## config.mk

```make
export PLATFORM = sky130hd
export DESIGN_NAME = bus_read_mux
export DESIGN_NICKNAME = d
export VERILOG_FILES = /design/src/design/mem_pkg.sv /design/src/design/bus_read_mux.sv
export SDC_FILE = /design/constraint.sdc
export NUM_CORES = 1
export LEC_CHECK = 0
export ABC_AREA = 1
export BUFFER_PORTS_ARGS = -buffer_cell sky130_fd_sc_hd__buf_2
export CORE_ASPECT_RATIO = 1.5
export CORE_MARGIN = 4
export CORE_UTILIZATION = 48
export CTS_CLUSTER_DIAMETER = 100
export DETAILED_ROUTE_END_ITERATION = 8
export PLACE_DENSITY = 0.94
export SLEW_MARGIN = 5
export SYNTH_ARGS = -nofsm -noshare
export SYNTH_HDL_FRONTEND = slang
export SYNTH_SLANG_ARGS = --single-unit
```

## constraint.sdc

```tcl
create_clock -name clock -period 3.4 [get_ports clock]
set_input_delay 0.68 -clock clock [delete_from_list [all_inputs] [get_ports clock]]
set_output_delay 0.68 -clock clock [all_outputs]
set_load 0.005 [all_outputs]
```

## src/design/mem_pkg.sv

```systemverilog
// Shared widths, address map, enums and memory depths, imported by every memory controller module
package mem_pkg;

    typedef logic [31:0] word_t;        // Bus, graphics and FIFO data word
    typedef logic [31:0] addr_t;        // Byte address
    typedef logic [15:0] half_t;        // Register half
    typedef logic [3:0]  byte_en_t;     // One enable per byte lane
    typedef logic [3:0]  fifo_count_t;  // Occupancy 0 to 8

    typedef enum logic [1:0] {
        size_byte = 2'd0,
        size_half = 2'd1,
        size_word = 2'd2
    } mem_size_e;

    // Target of the access latched last cycle
    typedef enum logic [1:0] {
        region_none,
        region_work,
        region_palette,
        region_io
    } region_e;

    typedef enum logic {
        seq_idle,
        seq_write
    } seq_state_e;

    // Address map
    localparam logic [7:0] work_region    = 8'h03;
    localparam logic [7:0] palette_region = 8'h05;
    localparam addr_t      io_base        = 32'h0400_0000;
    localparam int         io_reg_count   = 132;

    // Word indices inside the I/O window
    localparam int keyinput_index = 76;
    localparam int int_index      = 128;
    localparam int fifo_a_index   = 40;

    localparam int work_ram_words     = 8192;
    localparam int palette_bank_words = 128;
    localparam int fifo_depth         = 8;

    // Replaces the enabled byte lanes of a stored word
    function automatic word_t write_merge(word_t old_word, word_t new_word, byte_en_t be);
        word_t result;
        result = old_word;
        for (int i = 0; i < 4; i++) begin
            if (be[i])
                result[8*i +: 8] = new_word[8*i +: 8];
        end
        return result;
    endfunction

endpackage
```

## src/design/bus_read_mux.sv

```systemverilog
// Bus read data select by latched region, with CPU read data replay after a DMA preemption
`timescale 1ns/1ps

module bus_read_mux (
    input  logic             clock,
    input  logic             reset,
    input  mem_pkg::region_e read_region,
    input  mem_pkg::word_t   work_data,
    input  mem_pkg::word_t   palette_data,
    input  mem_pkg::word_t   io_data,
    input  logic             dma_active,
    output mem_pkg::word_t   bus_rdata
);
    import mem_pkg::*;

    word_t selected;
    word_t cpu_rdata_q;  // CPU read data when DMA took over
    logic  dma_active_q;
    logic  dma_rise;
    logic  dma_fall;

    always_comb begin
        case (read_region)
            region_work:    selected = work_data;
            region_palette: selected = palette_data;
            region_io:      selected = io_data;
            default:        selected = '0;  // Unmapped
        endcase
    end

    always_ff @(posedge clock or posedge reset) begin
        if (reset)
            dma_active_q <= 1'b0;
        else
            dma_active_q <= dma_active;
    end

    assign dma_rise = dma_active && !dma_active_q;
    assign dma_fall = dma_active_q && !dma_active;

    always_ff @(posedge clock) begin
        if (dma_rise)
            cpu_rdata_q <= bus_rdata;
    end

    // CPU sees its old word again in the first cycle it regains the bus
    assign bus_rdata = dma_fall ? cpu_rdata_q : selected;

endmodule

```

==> Yosys cells after proc, flatten, opt, wreduce, memory -nomap -nowiden <==
Cells that the tools add are included.
{ "op_classes": {"muxes": 2, "n_reduce_logical": 4, "n_eq_ne": 3} }
{ "ops": {"columns": ["operator", "count"], "rows": [
  ["32-bit case mux with 3 select lines", 1],
  ["32-bit 2-to-1 mux", 1],
  ["2-bit == test, second input constant", 2],
  ["2-bit by 1-bit == test with 1-bit output, second input constant", 1],
  ["1-bit logical AND", 2],
  ["1-bit logical NOT", 2]
]} }
{ "word_totals": {"wordCells": 11, "in_bits": 101, "register_bits": 33} }

==> Depth between registers and ports, before layout <==
{ "depth": {"word_depth": 3, "ltp_mapped": 6} }

==> Least setup slack after synthesis <==
No wires, ideal clock.
{ "synth_path": {"path_kind": "input to register", "startpoint": "in dma_active", "endpoint": "reg cpu_rdata_q[0] (enable)", "path_buffers": 0, "path_slack_ps": 878, "cell_stages": 2, "t_arrival_ps": 2101, "cell_sequence": "inv_1 > nor2_1"} }
{ "synth_via": {"elab_chain_cells": 1} }
{ "synth_rtl": {"columns": ["element", "line_no", "source"], "rows": [
  ["start, declared", "bus_read_mux.sv:11", "input logic dma_active,"],
  ["1-bit logical AND", "bus_read_mux.sv:38", "assign dma_rise = dma_active && !dma_active_q;"],
  ["net dma_rise", "bus_read_mux.sv:19", "logic dma_rise;"],
  ["end signal, assigned", "bus_read_mux.sv:43", "cpu_rdata_q <= bus_rdata;"],
  ["end, declared", "bus_read_mux.sv:17", "word_t cpu_rdata_q;"]
]} }
The timed path passes the listed nets, and every way through them passes these cells.
A chain may end at the register's enable or synchronous reset.

==> Final worst setup path <==
{ "layout_path": {"startpoint": "in read_region[0]", "endpoint": "out bus_rdata[29]"} }
{ "layout_via": {"elab_chain_cells": 3} }
{ "layout_rtl": {"columns": ["element", "line_no", "source"], "rows": [
  ["start, declared", "bus_read_mux.sv:7", "input mem_pkg::region_e read_region,"],
  ["2-bit == test or 2-bit by 1-bit == test with 1-bit output (tied branches)", "bus_read_mux.sv:23", "case (read_region)"],
  ["32-bit case mux with 3 select lines *", "bus_read_mux.sv:23", null],
  ["32-bit 2-to-1 mux *", "bus_read_mux.sv:47", "assign bus_rdata = dma_fall ? cpu_rdata_q : selected;"],
  ["end, declared", "bus_read_mux.sv:12", "output mem_pkg::word_t bus_rdata"]
]} }
Every way passes the cells marked *; elsewhere a longest branch is shown, timed or not.

==> impl_results.md <==
- Outcome: complete, no violations
- Vias per cell: roughly 5.3
- Largest net degree at the start of global routing: 65
- Setup CP Type: primary input to output port
- Fin worst setup slack: 0.561 ns
- Routability congestion estimate: approximately 0.8
- Fmax: 352 MHz
- Fin Clk Skew: 0.00863 ns
- Combinational power share: 24.6%
- Multi-input gate area: 1040 sq um
- Sw Share: approximately 29%
- Clock transition at path regs: around 0.070 ns
- Skew-Pair Late Insertion Delay: 0.28 ns
- CTS Buffer Depth: 2
- Net Count, Synth: around 400
- Post-cts sizing count: 0
- Crit. Startpoint: read_region[0]
- Initial Util: 49.1%
- WL per Instance: 14.3 um
- Setup TNS: 0 ns
- CORE AREA: 4810 sq um
- First-pass GRT wire length: 10600 um
- Share of power burned in registers: around 47%
- Internal cell power: 728 uW
- IO buf count: 132
- CP Launch Type: primary input
- Mapped cell area: between 2000 and 2500 sq um
- Clk pwr share: between 20% and 30%
- Fin. max-slew vios: 0
- IR drop worst, VDD: 0.000265 V
- Vias in the first global route: 2363
- Grt ovf: 0
- Unique cell type count in the Yosys netlist: 12
- Max cap viols: 0
- Height of the die: 93.9 um
- Placement Setup Slack: 0.607 ns
- Mapped Cells: 290
- Crit path DAT: 2.16 ns
- WHS: ~0.22 ns
- CP max FO: 32
- Vias: approximately 2500
- Die W: approximately 65 um
- RSZ-0062 raised after global routing: false
- Post-CTS Setup Inserts: 0
- Sequential element share of the synthesized area: 41.8%
- Final HPWL DP: 4700 um
- Count of final setup violators: 0
- Clock sink count: 33
- Nets: roughly 510
- Initial drt markers: 164
- Antenna violations before repair: 0
- Final hold violation count: 0
- NetSw: between 200 and 300 uW
- Cell Area, Placed: 2820 sq um
- Die ar.: 6130 sq um
- Htree depth: 2
- Number of remaining DRC errors: 0
- Drt pass-1 iters: 4
- Required time worst endpoint: 2.72 ns
- I/O pin total: ~130
- Root Buffer: clkbuf_8
- Design area: 2900 sq um
- Min-Delay Path Class: primary input to async pin
- Num CTS Buffers: 5
- R2R Path Start: dma_active_q$_DFF_PP0_
- Final Non-Filler Cells: 474
- CTS tree: built
- Period utilization: 83.5%
- Layout fillers: between 400 and 500
- FF+latch count, synth: 33
- Cells after DPL: 466
- Final WL: a little under 7000 um
- Register area: ~1000 sq um
- Inserted Diodes: 0
- Antenna-violating nets left: 0
- CTS Hold Bufs: 0
- Worst-Margin Slew: 1.06 ns
- Tmin final: 2.84 ns
- Area growth from synthesis to layout: 22.8%
- Max-slew headroom: 29.0%
- Synth Warn #: 0
- Crit path capture type: output port
- Row cnt: 31
- Leakage: 1.49 nW
- Power per Cell Area: 353 nW/um^2
- Syn avg cell area: between 8 and 9 sq um
- Share of cells above drive strength 1: 36.3%
- Global Route Usage Sum: 21.7%
==> Yosys cell counts <==
cell	count	area share [%]
nand3_1	125	26
nand2_1	96	15
edfxtp_1	32	41
clkbuf_8	13	7.6
buf_6	11	5.2
inv_1	5	0.79
nand3_2	3	1.3
buf_4	1	0.32
buf_8	1	0.64
dfrtp_1	1	1.1
nand2_4	1	0.48
nor2_1	1	0.16
==> state kept, by name, summed over array words and instances (netlist names) <==
| register | flops |
|---|---|
| cpu_rdata_q | 32 |
| dma_active_q | 1 |
==> layer usage <==
metal | vias up | wire length (um) | track usage [%] | part of all wire, %
li1 | 1239 | - | - | -
met1 | 1161 | 2610 | 25.5 | 38
met2 | 119 | 3550 | 37.8 | 52
met3 | 13 | 521 | 5.39 | 7.7
met4 | 0 | 115 | 7.79 | 1.7
met5 | - | 0 | 0 | 0
==> cells by family (layout without fill, tap and decap cells) <==
kind of cell | after synthesis | after routing | share of synthesized area, %
flops | 33 | 33 | 41.8
simple gates | 226 | 226 | 43.7
buf+inv | 31 | 149 | 14.6
==> per-stage QoR <==
step | utilization, % | total power [mW]
final | 60.3 | 1.02
after global routing | 60.3 | 1.08
after CTS | 60.3 | 1.03
after detailed placement | 58.6 | 0.744
after global placement | 58.6 | 0.735
after floorplan | - | 0.650
==> path summary, 6_finish.rpt <==
check / end / slack [ns] / cells past startpoint
setup / recovery: bus_rdata[29] / 0.56 / 7
hold / removal: dma_active_q$_DFF_PP0_ / 0.22 / 2
setup reg to reg: cpu_rdata_q[27]$_DFFE_PP_ / 1.85 / 1
hold reg to reg: cpu_rdata_q[9]$_DFFE_PP_ / 0.55 / 2
max in group asynchronous: dma_active_q$_DFF_PP0_ / 3.09 / 2
min in group clock: dma_active_q$_DFF_PP0_ / 0.52 / 1
==> layout make-up <==
class	count	area share [%]
multi-input combinational	226	35.8
timing repair buffer	136	23.8
tap	66	2.85
clock buffer	6	2.50
sequential	33	34.0
clock inverter	2	0.345
inverter	5	0.647
==> power groups by stage <==
| stage | combinational [mW] | clock, mW | sequential, mW |
|---|---|---|---|
| 2_1_floorplan | 0.158 | 0 | 0.492 |
| 3_3_place_gp | 0.242 | 0 | 0.493 |
| 3_5_place_dp | 0.250 | 0 | 0.494 |
| 4_1_cts | 0.252 | 0.295 | 0.485 |
| 5_1_grt | 0.282 | 0.311 | 0.487 |
| 6_report | 0.252 | 0.287 | 0.485 |
==> layout by cell type, fill, tap and decap left out <==
cell type,n
clkinv_2,2
nand2_4,1
nand3_2,3
dfrtp_1,1
edfxtp_1,32
nor2_4,1
buf_2,132
clkbuf_1,1
inv_1,5
nand3_1,125
clkbuf_8,5
buf_4,4
nand2_1,96
==> worst max-delay path, stage by stage <==
cell,delay (ns)
buf_2,0.10
inv_1,0.76
nand3_1,0.15
nand3_1,0.15
nand2_1,0.06
nand2_1,0.11
buf_2,0.13
No activity file was read; power rests on OpenSTA's default activity.
