==> src/design/mem_pkg.sv <==
// Shared widths, address map, enums and memory depths, imported by every memory controller module
package mem_pkg;

    typedef logic [31:0] word_t;        // Bus, graphics and FIFO data word
    typedef logic [31:0] addr_t;        // Byte address
    typedef logic [15:0] half_t;        // Register half
    typedef logic [3:0]  byte_en_t;     // One enable per byte lane
    typedef logic [3:0]  fifo_count_t;  // Occupancy 0 to 8

    typedef enum logic [1:0] {
        size_byte = 2'd0,
        size_half = 2'd1,
        size_word = 2'd2
    } mem_size_e;

    // Target of the access latched last cycle
    typedef enum logic [1:0] {
        region_none,
        region_work,
        region_palette,
        region_io
    } region_e;

    typedef enum logic {
        seq_idle,
        seq_write
    } seq_state_e;

    // Address map
    localparam logic [7:0] work_region    = 8'h03;
    localparam logic [7:0] palette_region = 8'h05;
    localparam addr_t      io_base        = 32'h0400_0000;
    localparam int         io_reg_count   = 132;

    // Word indices inside the I/O window
    localparam int keyinput_index = 76;
    localparam int int_index      = 128;
    localparam int fifo_a_index   = 40;

    localparam int work_ram_words     = 8192;
    localparam int palette_bank_words = 128;
    localparam int fifo_depth         = 8;

    // Replaces the enabled byte lanes of a stored word
    function automatic word_t write_merge(word_t old_word, word_t new_word, byte_en_t be);
        word_t result;
        result = old_word;
        for (int i = 0; i < 4; i++) begin
            if (be[i])
                result[8*i +: 8] = new_word[8*i +: 8];
        end
        return result;
    endfunction

endpackage
==> src/design/bus_sequencer.sv <==
// Write-pause FSM, address and size latch, region decode and byte-enable decode for the bus
`timescale 1ns/1ps

module bus_sequencer (
    input  logic               clock,
    input  logic               reset,
    input  mem_pkg::addr_t     bus_addr,
    input  mem_pkg::mem_size_e bus_size,
    input  logic               bus_write,
    output logic               bus_pause,
    output mem_pkg::addr_t     mem_addr,
    output mem_pkg::addr_t     reg_addr,
    output mem_pkg::region_e   read_region,
    output mem_pkg::byte_en_t  work_we,
    output mem_pkg::byte_en_t  palette_we,
    output mem_pkg::byte_en_t  io_we
);
    import mem_pkg::*;

    seq_state_e state;
    mem_size_e  size_q;
    addr_t      io_offset;
    byte_en_t   lane_en;
    logic       writing;

    always_ff @(posedge clock or posedge reset) begin
        if (reset) begin
            state    <= seq_idle;
            reg_addr <= '0;
            size_q   <= size_byte;
        end else begin
            reg_addr <= bus_addr;  // Latched every cycle
            size_q   <= bus_size;
            case (state)
                seq_idle:  state <= bus_write ? seq_write : seq_idle;
                default:   state <= seq_idle;  // Single pause cycle
            endcase
        end
    end

    assign writing   = (state == seq_write);
    assign bus_pause = writing;
    assign mem_addr  = writing ? reg_addr : bus_addr;  // Master holds address while paused

    assign io_offset = reg_addr - io_base;

    always_comb begin
        if (reg_addr[31:24] == work_region)
            read_region = region_work;
        else if (reg_addr[31:24] == palette_region)
            read_region = region_palette;
        else if (io_offset < addr_t'(io_reg_count * 4))
            read_region = region_io;
        else
            read_region = region_none;
    end

    // Little endian lanes from the low address bits
    always_comb begin
        case (size_q)
            size_byte: lane_en = byte_en_t'(4'b0001 << reg_addr[1:0]);
            size_half: lane_en = reg_addr[1] ? 4'b1100 : 4'b0011;
            size_word: lane_en = 4'b1111;
            default:   lane_en = 4'b0000;
        endcase
    end

    assign work_we    = (writing && read_region == region_work)    ? lane_en : '0;
    assign palette_we = (writing && read_region == region_palette) ? lane_en : '0;
    assign io_we      = (writing && read_region == region_io)      ? lane_en : '0;

    // A held write must let the master through every other cycle
    pause_single_cycle: assert property (
        @(posedge clock) disable iff (reset) bus_pause |=> !bus_pause
    ) else $error("bus_pause high for two cycles");

endmodule

==> config.mk <==
export PLATFORM = sky130hd
export DESIGN_NAME = bus_sequencer
export DESIGN_NICKNAME = d
export VERILOG_FILES = /design/src/design/mem_pkg.sv /design/src/design/bus_sequencer.sv
export SDC_FILE = /design/constraint.sdc
export NUM_CORES = 1
export LEC_CHECK = 0
export BUFFER_PORTS_ARGS = -buffer_cell sky130_fd_sc_hd__buf_4
export CORE_ASPECT_RATIO = 1.25
export CORE_MARGIN = 1
export CORE_UTILIZATION = 28
export CTS_CLUSTER_SIZE = 25
export DETAILED_ROUTE_END_ITERATION = 6
export RECOVER_POWER = 50
export SYNTH_ARGS = -nofsm -noshare
export SYNTH_HDL_FRONTEND = slang
export SYNTH_SLANG_ARGS = --single-unit
==> constraint.sdc <==
create_clock -name clock -period 3.2 [get_ports clock]
set_input_delay 0.64 -clock clock [delete_from_list [all_inputs] [get_ports clock]]
set_output_delay 0.64 -clock clock [all_outputs]
set_load 0.005 [all_outputs]
**Word-level counts from Yosys, hierarchy flattened**

Index checks and enable logic that the tools add are counted.

- Output and inout port bits: 79
- Register bits: 35
- Bits of input ports: 37

- Shift-type cells: 1
- Add/sub/neg operators: 1
- Muxes and demuxes: 11
- Reductions and logical operators: 4
- Eq/ne operators: 7
- Magnitude comparators: 1

Operator list:

| kind | number |
|---|---|
| $lt A32 B10 Y1 const B | 1 |
| $mux W32 | 1 |
| $sub A32 B27 Y32 const B | 1 |
| $mux W4 | 4 |
| $pmux W4 S3 | 1 |
| $eq A8 B2 Y1 const B | 1 |
| $eq A8 B3 Y1 const B | 1 |
| $eq A2 B2 Y1 const B | 3 |
| $mux W2 | 3 |
| $eq A2 B1 Y1 const B | 2 |
| $shl A1 B2 Y4 const A | 1 |
| $logic_and A1 B1 Y1 | 3 |
| $logic_not A2 Y1 | 1 |
| $mux W1 | 2 |

**Depth between registers and ports, before layout**

- Word-level depth: 8
- Mapped depth: 4

**Worst setup path before layout**

OpenSTA, ideal clock, no wires.

- Path kind: register to output
- From: register reg_addr[30]
- To: output port io_we[0]
- Slack: 1028 ps
- Stages on the path, launching flop included: 5
- Arrival: 1532 ps
- Path through: dfrtp_1 -> or4_4 -> nor4_4 -> nand4_2 -> nor2_1

- Cells in the longest elaborated chain, start to end: 8
- Elaborated cells on any way between the ends: 10
- Classes of those cells: add/sub: 1; order compare: 1; eq/ne: 3; mux: 4; reduce/logical: 1

Ends and longest elaborated chain:

| what | RTL line | text |
|---|---|---|
| start, declared | bus_sequencer.sv:12 | `output mem_pkg::addr_t reg_addr,` |
| start signal, assigned | bus_sequencer.sv:32 | `reg_addr <= bus_addr;` |
| $sub A32 B27 Y32 | bus_sequencer.sv:45 | `assign io_offset = reg_addr - io_base;` |
| $lt A32 B10 Y1 | bus_sequencer.sv:52 | `else if (io_offset < addr_t'(io_reg_count * 4))` |
| $mux W2 | bus_sequencer.sv:52 |  |
| $mux W2 | bus_sequencer.sv:50 | `else if (reg_addr[31:24] == palette_region)` |
| $mux W2 (*) | bus_sequencer.sv:48 | `if (reg_addr[31:24] == work_region)` |
| $eq A2 B2 Y1 (*) | bus_sequencer.sv:70 | `assign io_we = (writing && read_region == region_io) ? lane_en : '0;` |
| $logic_and A1 B1 Y1 (*) | bus_sequencer.sv:70 |  |
| $mux W4 (*) | bus_sequencer.sv:70 |  |
| end, declared | bus_sequencer.sv:16 | `output mem_pkg::byte_en_t io_we` |

Every way passes the cells marked *; elsewhere a longest branch is shown, timed or not.

**Worst setup path after layout**

- From: register reg_addr[30]
- To: output port io_we[3]

The elaborated chain is that of the path after synthesis.

==> summary.md <==
| Metric | Value |
|---|---|
| Die area | `5739 µm²` |
| Drt drc | `0` |
| Register Area | `875.8 µm²` |
| IO Port Bufs | `115` |
| Syn avg cell area | `13.01 µm²` |
| Reg-to-Reg Start | `bus_pause` |
| Number of cell rows | `29` |
| Worst-Margin Slew | `0.9126 ns` |
| Internal power | `0.0007903 W` |
| Fin Setup TNS | `0 ns` |
| Final worst path period share | `0.8183` |
| Sw Ratio | `0.2402` |
| Crit Path Class | `reg -> out` |
| Nets | `276` |
| Data required time of the critical path | `2.56 ns` |
| Final Hold Fails | `0` |
| Final setup violation count | `0` |
| Ranking of synthesized cells by area | `dfrtp_1, mux2_2, nor2_1, o21ai_0, nor4_4` |
| Io pins | `116` |
| Pin count of the biggest net entering global routing | `21` |
| Max-slew violation count | `0` |
| Final core area utilization | `0.4956` |
| CTS Buffer Depth | `2` |
| Starting Density | `0.2955` |
| Share of total power in sequential cells | `0.466` |
| Fmax | `381.9 MHz` |
| Crit path DAT | `1.98 ns` |
| Post-synth EDFFs | `0` |
| Commonest cells post-synth | `dfrtp_1, mux2_2, nor2_1` |
| Gr ovfl total | `0` |
| Area of the multi-input gates | `618.1 µm²` |
| CTS resizes | `0` |
| First-pass GRT wire length | `6.644 mm` |
| Tmin final | `2.619 ns` |
| DRT Pass-1 Iters | `4` |
| Setup crit end | `io_we[3]` |
| Area leader, netlist | `dfrtp_1` |
| Synth unique cells | `25` |
| Reg2reg path depth | `2` |
| Fillers | `510` |
| Worst setup EP type | `output port` |
| Yosys warning count | `0` |
| DP Wirelength | `3.540 mm` |
| Hold Buf Count CTS | `0` |
| H-Tree Depth | `2` |
| Async SR Flop Fraction | `1.000` |
| Instance count of the mapped netlist | `117` |
| Ant diodes | `0` |
| PwrDens | `407.3 nW/µm²` |
| Final hold slack | `0.4757 ns` |
| Critical Path Source Type | `register` |
| Number of global-route vias before repair | `1332` |
| Critical Path Source | `reg_addr[30]` |
| Seq/Total Area, Yosys | `0.5752` |
| Reg2reg end | `bus_pause` |
| CP Max Fanout | `4` |
| Syn Nets | `154` |
| Hold Crit Class | `in -> reg` |
| Final wirelength | `4.286 mm` |
| Top FF cell, synth | `dfrtp_1` |
| 1st-iter DRT viols | `29` |
| Die width | `67.96 µm` |
| Peak supply drop | `229.3 µV` |
| Max Cap Violations | `0` |
| Mapped Area | `1523 µm²` |
| TritonCTS Buffers | `5` |
| Synthesized flop and latch total | `35` |
| Reg2Reg Setup Slack | `1.93 ns` |
| Clock power share | `0.335` |
| Setup bufs post-CTS | `0` |
| P_leak | `1.232 nW` |
| Root buf cell | `clkbuf_8` |
| CTS clock-pin slew for the worst setup and hold paths | `0.07 ns` |
| Final GP Congestion | `0.7309` |
| Layout Skew | `0 ns` |
| Psw | `0.0002499 W` |
| DR WL/cell | `14.19 µm` |
| Comb pwr share | `0.199` |
| Routed vias/inst | `4.659` |
| Die height | `84.45 µm` |
| RSZ-0062 raised after global routing | `no` |
| Tot GR Track Use | `0.1588` |
| Initial antenna violation count | `0` |
| Core Region | `5152 µm²` |
| Area growth syn-to-layout | `67.71%` |
| Slew HR | `0.3916` |
| # clock sinks | `35` |
| Share of layout cells above drive strength 1 | `0.6458` |
| Worst-Skew Late Latency | `0.27 ns` |
| Most common cell in the netlist | `dfrtp_1` |
| Detail Route Antenna Nets | `0` |
| Top-area cell type share of the netlist area | `0.5752` |
| TritonCTS clock tree | `built` |
| Total Power | `0.001040 W` |
| Vias | `1407` |
| Status | `finished clean` |
==> kinds of logic (layout without fill, tap and decap cells) <==
logic type      count (synthesis)  after routing  synth area share
mux                            32             32            0.2367
compound gates                 10             10           0.03862
buf+inv                         7            130           0.01889
simple gates                   33             33            0.1306
flops                          35             35            0.5752
==> worst max-delay path, stage by stage (launching register included) <==
cell	delay [ns]
dfrtp_1	0.39
or4_4	0.58
nor4_4	0.30
nand4_2	0.18
nor2_1	0.13
buf_4	0.11
==> layout make-up <==
cell class,count,share of cell area
Clock inverter,1,0.002940
Tap cell,62,0.03038
Sequential cell,35,0.3430
Inverter,3,0.004410
Clock buffer,7,0.03773
Timing Repair Buffer,119,0.3395
Multi-Input combinational cell,75,0.2420
==> power groups by stage <==
stage               sequential [W]  combinational [W]  clock (W)
floorplan                 0.000492          0.0000762          0
global placement          0.000493           0.000217          0
detailed placement        0.000493           0.000217          0
CTS                       0.000485           0.000217   0.000363
global route              0.000489           0.000225   0.000391
finish                    0.000485           0.000207   0.000349
==> cells in the final DEF, fill, tap and decap left out, drive strengths merged, types with 3 or more instances in the layout <==
cell    count
clkbuf     49
or4         3
buf        77
dfrtp      35
nor2       14
nor4        3
o21ai       7
mux2       32
inv         3
==> per-layer routing <==
metal | wire (µm) | global-route usage | up-vias | part of all wire
met5 | 0 | 0 | - | 0
met4 | 47 | 0.05682 | 0 | 0.011
met3 | 345 | 0.05027 | 5 | 0.080
met2 | 2360 | 0.2736 | 63 | 0.55
met1 | 1533 | 0.1772 | 671 | 0.36
li1 | - | - | 668 | -
==> flip-flops by register name, summed over array words and instances (netlist names) <==
name / count
size_q: 2
reg_addr: 32
bus_pause: 1
==> worst min path at each step <==
stage	from	end	slack (ns)	cells after the start
global route	bus_size[0]	size_q[0]	0.47	1
global placement	bus_pause	bus_pause	0.70	2
CTS	bus_size[0]	size_q[0]	0.46	1
detailed placement	bus_pause	bus_pause	0.70	2
finish	bus_addr[25]	reg_addr[25]	0.48	1
floorplan	bus_addr[0]	reg_addr[0]	0.67	0
==> through the flow <==
step                cells  cell area [µm²]  worst slack, ns
floorplan             117             1523            1.028
detailed placement    294             2476           0.8812
finish                302             2554           0.5815
CTS                   302             2580           0.5632
global route          302             2554           0.3994
global placement      294             2476           0.8993
No activity file was read; power rests on OpenSTA's default activity.
