===== src/design/mem_pkg.sv =====
// Shared widths, address map, enums and memory depths, imported by every memory controller module
package mem_pkg;

    typedef logic [31:0] word_t;        // Bus, graphics and FIFO data word
    typedef logic [31:0] addr_t;        // Byte address
    typedef logic [15:0] half_t;        // Register half
    typedef logic [3:0]  byte_en_t;     // One enable per byte lane
    typedef logic [3:0]  fifo_count_t;  // Occupancy 0 to 8

    typedef enum logic [1:0] {
        size_byte = 2'd0,
        size_half = 2'd1,
        size_word = 2'd2
    } mem_size_e;

    // Target of the access latched last cycle
    typedef enum logic [1:0] {
        region_none,
        region_work,
        region_palette,
        region_io
    } region_e;

    typedef enum logic {
        seq_idle,
        seq_write
    } seq_state_e;

    // Address map
    localparam logic [7:0] work_region    = 8'h03;
    localparam logic [7:0] palette_region = 8'h05;
    localparam addr_t      io_base        = 32'h0400_0000;
    localparam int         io_reg_count   = 132;

    // Word indices inside the I/O window
    localparam int keyinput_index = 76;
    localparam int int_index      = 128;
    localparam int fifo_a_index   = 40;

    localparam int work_ram_words     = 8192;
    localparam int palette_bank_words = 128;
    localparam int fifo_depth         = 8;

    // Replaces the enabled byte lanes of a stored word
    function automatic word_t write_merge(word_t old_word, word_t new_word, byte_en_t be);
        word_t result;
        result = old_word;
        for (int i = 0; i < 4; i++) begin
            if (be[i])
                result[8*i +: 8] = new_word[8*i +: 8];
        end
        return result;
    endfunction

endpackage

===== src/design/sound_fifo.sv =====
// Eight-entry sound FIFO A with occupancy count, ignoring push when full and pop when empty
`timescale 1ns/1ps

module sound_fifo (
    input  logic                 clock,
    input  logic                 reset,
    input  logic                 fifo_push,
    input  mem_pkg::word_t       bus_wdata,
    input  logic                 fifo_read,
    input  logic                 fifo_clear,
    output mem_pkg::word_t       fifo_value,
    output mem_pkg::fifo_count_t fifo_size
);
    import mem_pkg::*;

    localparam int ptr_bits = $clog2(fifo_depth);

    word_t               entries [fifo_depth];
    logic [ptr_bits-1:0] put_ptr;
    logic [ptr_bits-1:0] get_ptr;
    logic                full;
    logic                empty;
    logic                push_ok;
    logic                pop_ok;

    assign full    = (fifo_size == fifo_count_t'(fifo_depth));
    assign empty   = (fifo_size == '0);
    assign push_ok = fifo_push && !full;
    assign pop_ok  = fifo_read && !empty;

    assign fifo_value = entries[get_ptr];  // Head is visible without a pop

    always_ff @(posedge clock) begin
        if (push_ok)
            entries[put_ptr] <= bus_wdata;
    end

    always_ff @(posedge clock or posedge reset) begin
        if (reset) begin
            put_ptr   <= '0;
            get_ptr   <= '0;
            fifo_size <= '0;
        end else if (fifo_clear) begin
            put_ptr   <= '0;
            get_ptr   <= '0;
            fifo_size <= '0;
        end else begin
            if (push_ok)
                put_ptr <= put_ptr + 1'b1;  // Wraps with the ring
            if (pop_ok)
                get_ptr <= get_ptr + 1'b1;
            if (push_ok && !pop_ok)
                fifo_size <= fifo_size + 1'b1;
            else if (pop_ok && !push_ok)
                fifo_size <= fifo_size - 1'b1;
        end
    end

    count_in_range: assert property (
        @(posedge clock) disable iff (reset) fifo_size <= fifo_count_t'(fifo_depth)
    ) else $error("FIFO count above depth");

endmodule


===== config.mk =====
export PLATFORM = sky130hd
export DESIGN_NAME = sound_fifo
export DESIGN_NICKNAME = d
export VERILOG_FILES = /design/src/design/mem_pkg.sv /design/src/design/sound_fifo.sv
export SDC_FILE = /design/constraint.sdc
export NUM_CORES = 1
export LEC_CHECK = 0
export ABC_AREA = 1
export BUFFER_PORTS_ARGS = -buffer_cell sky130_fd_sc_hd__buf_4
export CAP_MARGIN = 40
export CORE_MARGIN = 2
export CORE_UTILIZATION = 50
export DETAILED_ROUTE_END_ITERATION = 10
export PLACE_DENSITY_LB_ADDON = 0.25
export SYNTH_ARGS = -nofsm -noshare
export SYNTH_HDL_FRONTEND = slang
export SYNTH_SLANG_ARGS = --single-unit

===== constraint.sdc =====
create_clock -name clock -period 4.03 [get_ports clock]
set_input_delay 0.806 -clock clock [delete_from_list [all_inputs] [get_ports clock]]
set_output_delay 0.806 -clock clock [all_outputs]
set_load 0.005 [all_outputs]

* Yosys cells after proc, flatten, opt, wreduce, memory -nomap -nowiden
Memories as Yosys holds them, arrays and structs flattened.
Cells that the tools add are included.
Widths: inputs -> output; s select.
** Storage, ports and cells
- Register bits after elaboration :: 10
- RAM bits :: 256
- Bits of input ports :: 37
- Output and inout bits :: 36
- Memories kept :: 1
** Memory list
- entries :: words 8, width 32, read ports 1, clocked after Yosys merged registers in 0, wr ports 1, RTL line sound_fifo.sv:18 : word_t entries [fifo_depth];
** Operators by class
- $add $sub $neg :: 4
- Equal/unequal tests :: 1
- Multiplexer cells :: 9
- Reduce and logical (&&, ||, !) cells :: 12
** Operators with widths (count)
- $mux 3 :: 4
- $mux 4 :: 3
- $add 3x1->3 const B :: 2
- $add 4x1->4 const B :: 1
- $eq 4x4->1 const B :: 1
- $logic_and 1x1->1 :: 4
- $logic_not 1->1 :: 4
- $logic_not 4->1 :: 1
- $reduce_bool 2->1 :: 2
- $sub 4x1->4 const B :: 1
- $reduce_bool 3->1 :: 1
- $mux 1 :: 2

* Depth between registers and ports, before layout
Gate-level depths: netlist (run 1).
- Depth in word-level cells :: 8
- Depth in mapped cells :: 11
- Gate-level depth less buffers :: 11

* Worst setup path after synthesis (run 1)
OpenSTA, ideal clock, no wires.
- Path kind :: input to register
- Start :: in fifo_push
- End :: mem entries[0][0] in the netlist's numbering (enable)
- Setup time :: 0.421 ns
- Arrival time :: 2.595 ns
- Data required time :: 3.609 ns
- Path slack :: 1.014 ns
- Stages on the path :: 4
- Cell sequence :: inv_1 -> a21oi_1 -> nand2_1 -> nor2_1
** Between the ends
- Longest elaborated chain between the ends :: 3
** Ends and longest elaborated chain
- start, declared :: RTL line sound_fifo.sv:7 : input logic fifo_push,
- $logic_and 1x1->1 :: RTL line sound_fifo.sv:28 : assign push_ok = fifo_push && !full;
- $mux 1 :: RTL line sound_fifo.sv:34 : if (push_ok)
- $mux 1 (implied by the code) :: RTL line sound_fifo.sv:35 : entries[put_ptr] <= bus_wdata;
- end, declared :: RTL line sound_fifo.sv:18
No other way between the ends.

* Worst setup path in the final report (run 1)
- Start :: reg get_ptr[1]
- End :: out fifo_value[21]
** Between the ends
- Longest elaborated chain between the ends :: 1
** Ends and longest elaborated chain
- start, declared :: RTL line sound_fifo.sv:20 : logic [ptr_bits-1:0] get_ptr;
- start signal, assigned :: RTL line sound_fifo.sv:51 : get_ptr <= get_ptr + 1'b1;
- $mem_v2 8x32
- end, declared :: RTL line sound_fifo.sv:11 : output mem_pkg::word_t fifo_value,
No other way between the ends.

==> results of run 1 <==
## Yosys cell counts (4+ instances only)
cell type and instances:
a21oi_1 6, a31oi_1 32, buf_2 16, buf_4 7, clkbuf_1 18, dfrtp_1 10, edfxtp_1 256, ha_1 4
inv_1 14, nand2_1 18, nand2_2 4, nand3_1 7, nor2_1 236, o21ai_0 105, o21ai_1 28, o22ai_1 32
## worst max-delay path, cell delays in order, from the launching register on
cell     delay, ns
dfrtp_2       0.36
buf_4         0.62
o21ai_0       0.22
o22ai_1       0.23
nor2_1        0.06
a31oi_1       0.25
buf_4         0.17
## kinds of logic (layout without fill, tap and decap cells)
kind of cell,Yosys count,in the layout,synth area share [%]
DFF,266,266,75.42
and+or+nand+nor,270,270,9.950
buffers and inverters,65,158,3.186
AOI/OAI and AO/OA,207,207,10.70
adders and majority gates,5,5,0.6657
xor gates and xnor gates,1,1,0.08323
## flip-flops by register name (all words and copies together) (netlist names)
signal and cells:
entries 256, fifo_size 4, get_ptr 3, put_ptr 3
## stage by stage
stage | area, um2 | util [%] | worst slack, ns | power, uW | std cells
after CTS | 12230 | 58.73 | 0.7623 | 7580 | 1182
after global placement | 11410 | 54.79 | 1.265 | 5226 | 1133
after global routing | 12230 | 58.73 | 0.6367 | 7899 | 1182
final | 12230 | 58.73 | 0.7526 | 7521 | 1182
after detailed placement | 11410 | 54.79 | 1.217 | 5263 | 1133
after floorplan | 10530 | - | 1.014 | 4547 | 814
## cell type report
type	instances	area (um2)
multi-input cells	483	2312
fillers	1664	8593
repair buffers	93	748.2
clock buffers	37	713.2
flip-flops and latches	266	7943
inverters	16	61.31
clock inverters	12	107.6
well taps	275	344.1
## final timing paths
check,start,to,slack [ns],cells after the start
max,get_ptr[1],fifo_value[21],0.75,6
min,reset,put_ptr[0],0.27,2
max reg2reg,fifo_size[3],entries[4][9],1.58,6
min reg2reg,fifo_size[0],fifo_size[0],0.59,1
max in group asynchronous,reset,get_ptr[0],3.45,2
min in group clock,fifo_clear,put_ptr[1],0.51,2
## per-layer routing
layer	wire (um)	up-vias	GRT usage [%]
met4	483	0	5.762
met3	956	44	2.813
met2	11090	166	33.89
met5	0	-	0
li1	-	3106	-
met1	9804	3288	28.15
## power breakdown
part / total (uW) / leakage (uW) / switching (uW) / internal (uW)
clock: 2320 / 0.000400 / 961 / 1360
combinational: 1910 / 0.00137 / 1180 / 736
sequential: 3290 / 0.00245 / 66.5 / 3220
total: 7520 / 0.00423 / 2210 / 5310
## placed cells by master (no fill, tap or decap), types with 5 or more instances in the layout
master,Yosys,routed
a21oi_1,6,6
a31oi_1,32,32
buf_4,7,89
clkbuf_1,18,10
clkbuf_16,0,27
clkinv_1,0,5
clkinv_2,0,5
dfrtp_1,10,8
edfxtp_1,256,256
inv_1,14,13
nand2_1,18,18
nand3_1,7,7
nor2_1,236,228
nor2_4,0,8
o21ai_0,105,105
o21ai_1,28,28
o22ai_1,32,32
==> results.ini, run 1 <==
[run_status]
status=finished, final reports clean

[sta]
fin_crit_ns=3.277
finalCritPeriodShare_pct=81.33
final-hold-violation-count=0
setup_violations=0
maxSlewHeadroom_pct=47.49
fin_tns_setup_ns=0
finalMaxSlewViolations=0
max_freq_mhz=305.1
rsz0062_at_grt=false
timing.hold.ws_ns=0.2686
worst_pin_slew_ns=0.7877
finClkSkew_ns=0.007060

[clock_tree]
clk_path_buf_depth=3
clkLatencyLatePin_ns=0.52
cts_setup_buffers=0
root_buffer=clkbuf_16
htree_levels=1
clk_pin_slew_ns=0.06
cts_resized=0
cts_tree=done
ctsHoldBuffers=0
cts_sinks=266
numCtsBuffers=27

[yosys]
ys_seq_area_share_pct=75.42
ys.flop_type=edfxtp_1
synth-edff-count=256
synth_area_leaders=edfxtp_1, nor2_1, o21ai_0, dfrtp_1, a31oi_1
avgSynthCellArea_um2=12.93
ys_types=29
syn_area_um2=10530
syn_inst=814
synth_warnings=0
ys_ff_latch=266
synth_top_cell_area_share_pct=73.04
synth_async_sr_flop_share_pct=3.759
synth_nets=856
yosysTopAreaCell=edfxtp_1

[critical_path]
critical_path_class=reg2out
critPathLaunchType=register
cp.arrival_ns=2.47
critPathMaxFanout=65
end_kind=output pin
cp_data_required_time_ns=3.22

[layout]
area_growth_pct=16.19
antennaDiodeCount=0
layout-drive-gt1-share_pct=16.32
nets=929

[grt]
grt_pass1_vias=6255
grt_max_degree=130
grtUsageTotal_pct=20.28
grt_pass1_wl_mm=34.61
antenna_found_initial=0
globalRouteOverflowTotal=0

[detailed_routing]
drc_errors=0
dr.pass1.iters=5
drt-wirelength-per-cell_um=18.90
wirelength_mm=22.34
initialDrtViolationCount=485
vias_per_cell=5.587
routed-via-count=6604
ant_nets=0

[die]
pin_count=73
die_area_um2=22230
start_util_pct=50.55
core_um2=20820
die_w_um=149.1
rows=53
die_y_um=149.1

[power_and_ir_drop]
leakage_uw=0.004226
p_per_area_nw_per_um2=615.0
ir_worst_vdd_uv=385.5

[placed_design]
numPortBuffers=72
dpl.hpwl_mm=12.06
gp_congestion=0.7528

[flow_run]
maxCapViolCount=0

[min_path]
hp-class=in2async

(Power assumes the default switching activity.)
==> run 2, diff against run 1 <==
==> constraint.sdc (replaced) <==
create_clock -name clock -period 3.27 [get_ports clock]
set_input_delay 0.654 -clock clock [delete_from_list [all_inputs] [get_ports clock]]
set_output_delay 0.654 -clock clock [all_outputs]
set_load 0.005 [all_outputs]
==> results.ini, run 2 (synthesis gave the netlist of run 1 again) <==
[critical_path]
cp_data_required_time_ns=2.62  ; -0.60 ns
path_delay_family=compound AO/OA/AOI/OAI gates
crit_slowest_cell=dfrtp_4
critPathMaxFanout=129  ; +98%
crit_chain=buf_12 > o21ai_0 > o22ai_1 > nor2_1 > a31oi_1 > buf_4
critPathMaxStageDelay_ns=0.43  ; -0.19 ns
crit_buf_inv=2  ; unchanged
end_kind=output pin
critical_path_class=reg2out
cp.arrival_ns=2.36  ; -0.11 ns
critPathLaunchType=register

[clock_tree]
cts_resized=0  ; unchanged
clk_pin_slew_ns=0.06  ; about the same
root_buffer=clkbuf_16
cts_setup_buffers=0  ; unchanged
numCtsBuffers=28  ; +3.7%
ctsHoldBuffers=0  ; unchanged
clkLatencyLatePin_ns=0.53  ; about the same
clk_path_buf_depth=3  ; unchanged
cts_tree=done
cts_sinks=266  ; unchanged
htree_levels=1  ; unchanged

[power_and_ir_drop]
leakage_uw=0.004288  ; +1.5%
ir_worst_vdd_uv=591.6  ; +53%
p_per_area_nw_per_um2=766.4  ; +25%

[layout]
fin_area_um2=12380  ; +1.3%
nFillCells=1638  ; -1.6%
reg_top3=entries x256, fifo_size x4
mostFrequentLayoutCells=edfxtp_1, nor2_1, o21ai_0
regMostFlops=entries
antennaDiodeCount=0  ; unchanged
layout-drive-gt1-share_pct=17.20  ; +0.88 points
layout_commonest_cell=edfxtp_1
largest_reg_flops=256  ; unchanged
nets=928  ; -0.11%
area_growth_pct=17.67

[detailed_routing]
dr.pass1.iters=5  ; unchanged
vias_per_cell=5.509  ; -1.4%
wirelength_mm=22.02  ; -1.4%
routed-via-count=6512  ; -1.4%
drt-wirelength-per-cell_um=18.63  ; -1.4%
drc_errors=0  ; unchanged
initialDrtViolationCount=621  ; +28%
ant_nets=0  ; unchanged

[die]
die_y_um=149.1  ; unchanged
core_um2=20820  ; unchanged
rows=53  ; unchanged
die_w_um=149.1  ; unchanged
die_area_um2=22230  ; unchanged
start_util_pct=50.55  ; unchanged
pin_count=73  ; unchanged

[sta]
finalMaxSlewViolations=0  ; unchanged
setup_violations=0  ; unchanged
finalCritPeriodShare_pct=92.32
fin_crit_ns=3.019
max_freq_mhz=331.2
maxSlewHeadroom_pct=59.81  ; +12 points
finClkSkew_ns=0.009579  ; +0.002519 ns
worst_pin_slew_ns=0.6029  ; -0.1849 ns
final-hold-violation-count=0  ; unchanged
rsz0062_at_grt=false
fin_tns_setup_ns=0  ; unchanged

[min_path]
hp-class=in2async

[flow_run]
maxCapViolCount=0  ; unchanged

[grt]
globalRouteOverflowTotal=0  ; unchanged
grt_max_degree=130  ; unchanged
grt_pass1_vias=6191  ; -1.0%
antenna_found_initial=0  ; unchanged
grtUsageTotal_pct=20.03  ; -0.24 points
grt_pass1_wl_mm=34.29  ; -0.92%

[placed_design]
gp_congestion=0.7511  ; -0.23%
numPortBuffers=72  ; unchanged
placed_cell_area_um2=11490  ; +0.75%
dpl.hpwl_mm=11.73  ; -2.7%

[run_status]
status=finished, final reports clean

## run 2: report_power, final
group	switching [uW]	internal [uW]	total (uW)	leakage [uW]
registers	97.5	3970	4060	0.00245
clock network	1270	1760	3030	0.000433
logic	1430	963	2400	0.00140
## run 2: layout make-up
cell class                 count  area, um2  share of cell area [%]
clock inverter                22      165.2                   1.334
tap                          275      344.1                   2.778
timing repair buffer          91      833.3                   6.729
multi-input combinational    483       2312                   18.67
inverter                      16      61.31                  0.4950
clock buffer                  29      725.7                   5.860
sequential                   266       7943                   64.13
## run 2: metal layers
layer | vias to the layer above | track usage [%] | part of all wire (%)
li1 | 3109 | - | -
met1 | 3145 | 27.89 | 43
met2 | 212 | 32.88 | 49
met3 | 46 | 3.028 | 5.8
met4 | 0 | 6.429 | 2.7
met5 | - | 0 | 0
## run 2: final timing paths
check,start,to,slack (ns),cells after the start
worst max-delay path,get_ptr[0],fifo_value[22],0.25,6
worst max register to register,fifo_size[3],entries[2][12],0.86,6
min in group clock,bus_wdata[31],entries[1][31],0.35,1
max in group asynchronous,reset,get_ptr[0],2.82,2
worst min register to register,fifo_size[0],fifo_size[0],0.58,1
worst min-delay path,reset,fifo_size[0],0.11,2
## run 2: metrics by stage
step	total power [uW]	cells	hold slack, ns	utilization, %	setup WS [ns]
detailed placement	6533	1131	0.5622	55.20	0.7373
floorplan	5604	814	0.4942	-	0.4060
finish	9492	1182	0.1143	59.48	0.2511
global route	9970	1182	0.1381	59.48	0.1511
CTS	9560	1182	0.1119	59.48	0.2654
global placement	6504	1131	0.5637	55.20	0.7894
==> run 3, diff against run 2 <==
--- a/config.mk
+++ b/config.mk
@@ -11,7 +11,7 @@
 export CORE_MARGIN = 2
 export CORE_UTILIZATION = 50
 export DETAILED_ROUTE_END_ITERATION = 10
-export PLACE_DENSITY_LB_ADDON = 0.25
+export PLACE_DENSITY = 0.77
 export SYNTH_ARGS = -nofsm -noshare
 export SYNTH_HDL_FRONTEND = slang
 export SYNTH_SLANG_ARGS = --single-unit
==> constraint.sdc (replaced) <==
create_clock -name clock -period 3.27 [get_ports clock]
set_input_delay 0.1635 -clock clock [delete_from_list [all_inputs] [get_ports clock]]
set_output_delay 0.1635 -clock clock [all_outputs]
set_load 0.005 [all_outputs]
==> results.ini, run 3 (synthesis gave the netlist of run 1 again) <==
[run_status]
status=finished, final reports clean

[layout]
nets=958  ; +3.2%
nFillCells=1579  ; -3.6%
post-route-util_pct=59.96  ; +0.49 points
layout_commonest_cell=edfxtp_1
multi_input_area_um2=2312  ; unchanged
mostFrequentLayoutCells=edfxtp_1, nor2_1, o21ai_0
reg_top3=entries x256, fifo_size x4
area_growth_pct=18.63
regArea_um2=7943  ; unchanged
regMostFlops=entries
largest_reg_flops=256  ; unchanged
antennaDiodeCount=0  ; unchanged
layout-drive-gt1-share_pct=15.39  ; -1.8 points

[sta]
max_freq_mhz=364.7  ; +10%
worst_slack_ns=0.5283  ; +0.2772 ns
setup_violations=0  ; unchanged
finClkSkew_ns=0.01084  ; +0.001260 ns
timing.hold.ws_ns=0.02212  ; -0.09217 ns
finalCritPeriodShare_pct=83.85  ; -8.5 points
final-hold-violation-count=0  ; unchanged
fin_tns_setup_ns=0  ; unchanged
worst_pin_slew_ns=0.7008  ; +0.09790 ns
finalMaxSlewViolations=0  ; unchanged
rsz0062_at_grt=false
fin_crit_ns=2.742  ; -0.2772 ns
maxSlewHeadroom_pct=53.21  ; -6.6 points

[detailed_routing]
wirelength_mm=22.08  ; +0.30%
routed-via-count=6669  ; +2.4%
drc_errors=0  ; unchanged
ant_nets=0  ; unchanged
dr.pass1.iters=5  ; unchanged
drt-wirelength-per-cell_um=18.34  ; -1.5%
vias_per_cell=5.539  ; +0.54%
initialDrtViolationCount=546  ; -12%

[die]
start_util_pct=50.55  ; unchanged
die_y_um=149.1  ; unchanged
rows=53  ; unchanged
pin_count=73  ; unchanged
core_um2=20820  ; unchanged
die_area_um2=22230  ; unchanged
die_w_um=149.1  ; unchanged

[clock_tree]
cts_sinks=266  ; unchanged
htree_levels=1  ; unchanged
cts_tree=done
clk_path_buf_depth=3  ; unchanged
clkLatencyLatePin_ns=0.51  ; -0.02 ns
cts_resized=0  ; unchanged
numCtsBuffers=25  ; -11%
root_buffer=clkbuf_16
clk_pin_slew_ns=0.06  ; about the same
cts_setup_buffers=0  ; unchanged

[placed_design]
numPortBuffers=72  ; unchanged
gp_congestion=0.7612  ; +1.3%
place_ws_ns=0.9837  ; +0.2465 ns
dpl.hpwl_mm=11.37  ; -3.0%

[flow_run]
maxCapViolCount=0  ; unchanged

[power_and_ir_drop]
leakage_uw=0.004322  ; +0.77%
ir_worst_vdd_uv=536.9  ; -9.2%
p_per_area_nw_per_um2=738.3  ; -3.7%

[grt]
gr-max-usage-layer=met2
globalRouteOverflowTotal=0  ; unchanged
grt_pass1_vias=6692  ; +8.1%
grt_pass1_wl_mm=34.96  ; +2.0%
grtUsageMet1_pct=26.72  ; -1.2 points
grtUsageTotal_pct=20.38  ; +0.34 points
met2_usage_pct=34.95  ; +2.1 points
antenna_found_initial=0  ; unchanged
use_met3_pct=2.905  ; -0.12 points
grt_max_degree=130  ; unchanged

[min_path]
hp-class=in2reg

[critical_path]
critPathLaunchType=register
end_kind=output pin
cp.arrival_ns=2.58  ; +0.22 ns
critical_path_class=reg2out
cp_data_required_time_ns=3.11  ; +0.49 ns
critPathMaxFanout=41  ; -68%

==> run 3: worst max-delay path: stages (launching register included) <==
cell and delay, ns:
dfrtp_4 0.49, clkinv_2 0.31, buf_4 0.44, o21ai_0 0.19, o22ai_1 0.17, nor2_1 0.06, a31oi_1 0.23, buf_4 0.16
==> run 3: area by class of cell <==
| cell class | instances | area share, % |
|---|---|---|
| Inverter | 16 | 0.4910 |
| Clock buffer | 29 | 5.131 |
| Tap cell | 275 | 2.756 |
| Timing Repair Buffer | 124 | 8.438 |
| Multi-Input combinational cell | 483 | 18.52 |
| Sequential cell | 266 | 63.61 |
| Clock inverter | 11 | 1.052 |
==> run 3: path summary, 6_finish.rpt <==
path | start | end | slack, ns | cells after the start
max | get_ptr[0] | fifo_value[2] | 0.53 | 7
min | fifo_read | get_ptr[0] | 0.02 | 4
max reg2reg | fifo_size[3] | entries[4][31] | 0.92 | 6
min reg2reg | fifo_size[0] | fifo_size[0] | 0.57 | 1
max in group asynchronous | reset | get_ptr[0] | 2.75 | 3
min in group asynchronous | reset | fifo_size[0] | 0.20 | 3
==> run 3: what timing repair did <==
item | CTS | global route
hold buffers | 34 | 0
hold endpoints to repair | 274 | 0
setup endpoints to repair | 0 | 0
==> run 3: layer usage <==
layer	part of all wire, %	up-vias	wire (um)
met3	6.1	47	1343
met2	50	248	11100
met4	2.6	0	567
li1	-	3151	-
met5	0	-	0
met1	41	3223	9068
==> run 3: through the flow <==
| step | cell area (um2) | instances | power (uW) |
|---|---|---|---|
| after floorplan | 10530 | 814 | 5604 |
| after global placement | 11370 | 1130 | 6389 |
| after detailed placement | 11370 | 1130 | 6467 |
| after CTS | 12490 | 1204 | 9251 |
| after global routing | 12490 | 1204 | 9673 |
| final | 12490 | 1204 | 9218 |
==> run 3: power breakdown <==
part / leakage [uW] / total, uW / switching (uW) / internal, uW
Clock: 0.000374 / 2780 / 1150 / 1630
Combinational: 0.00149 / 2370 / 1450 / 923
Sequential: 0.00245 / 4070 / 101 / 3970
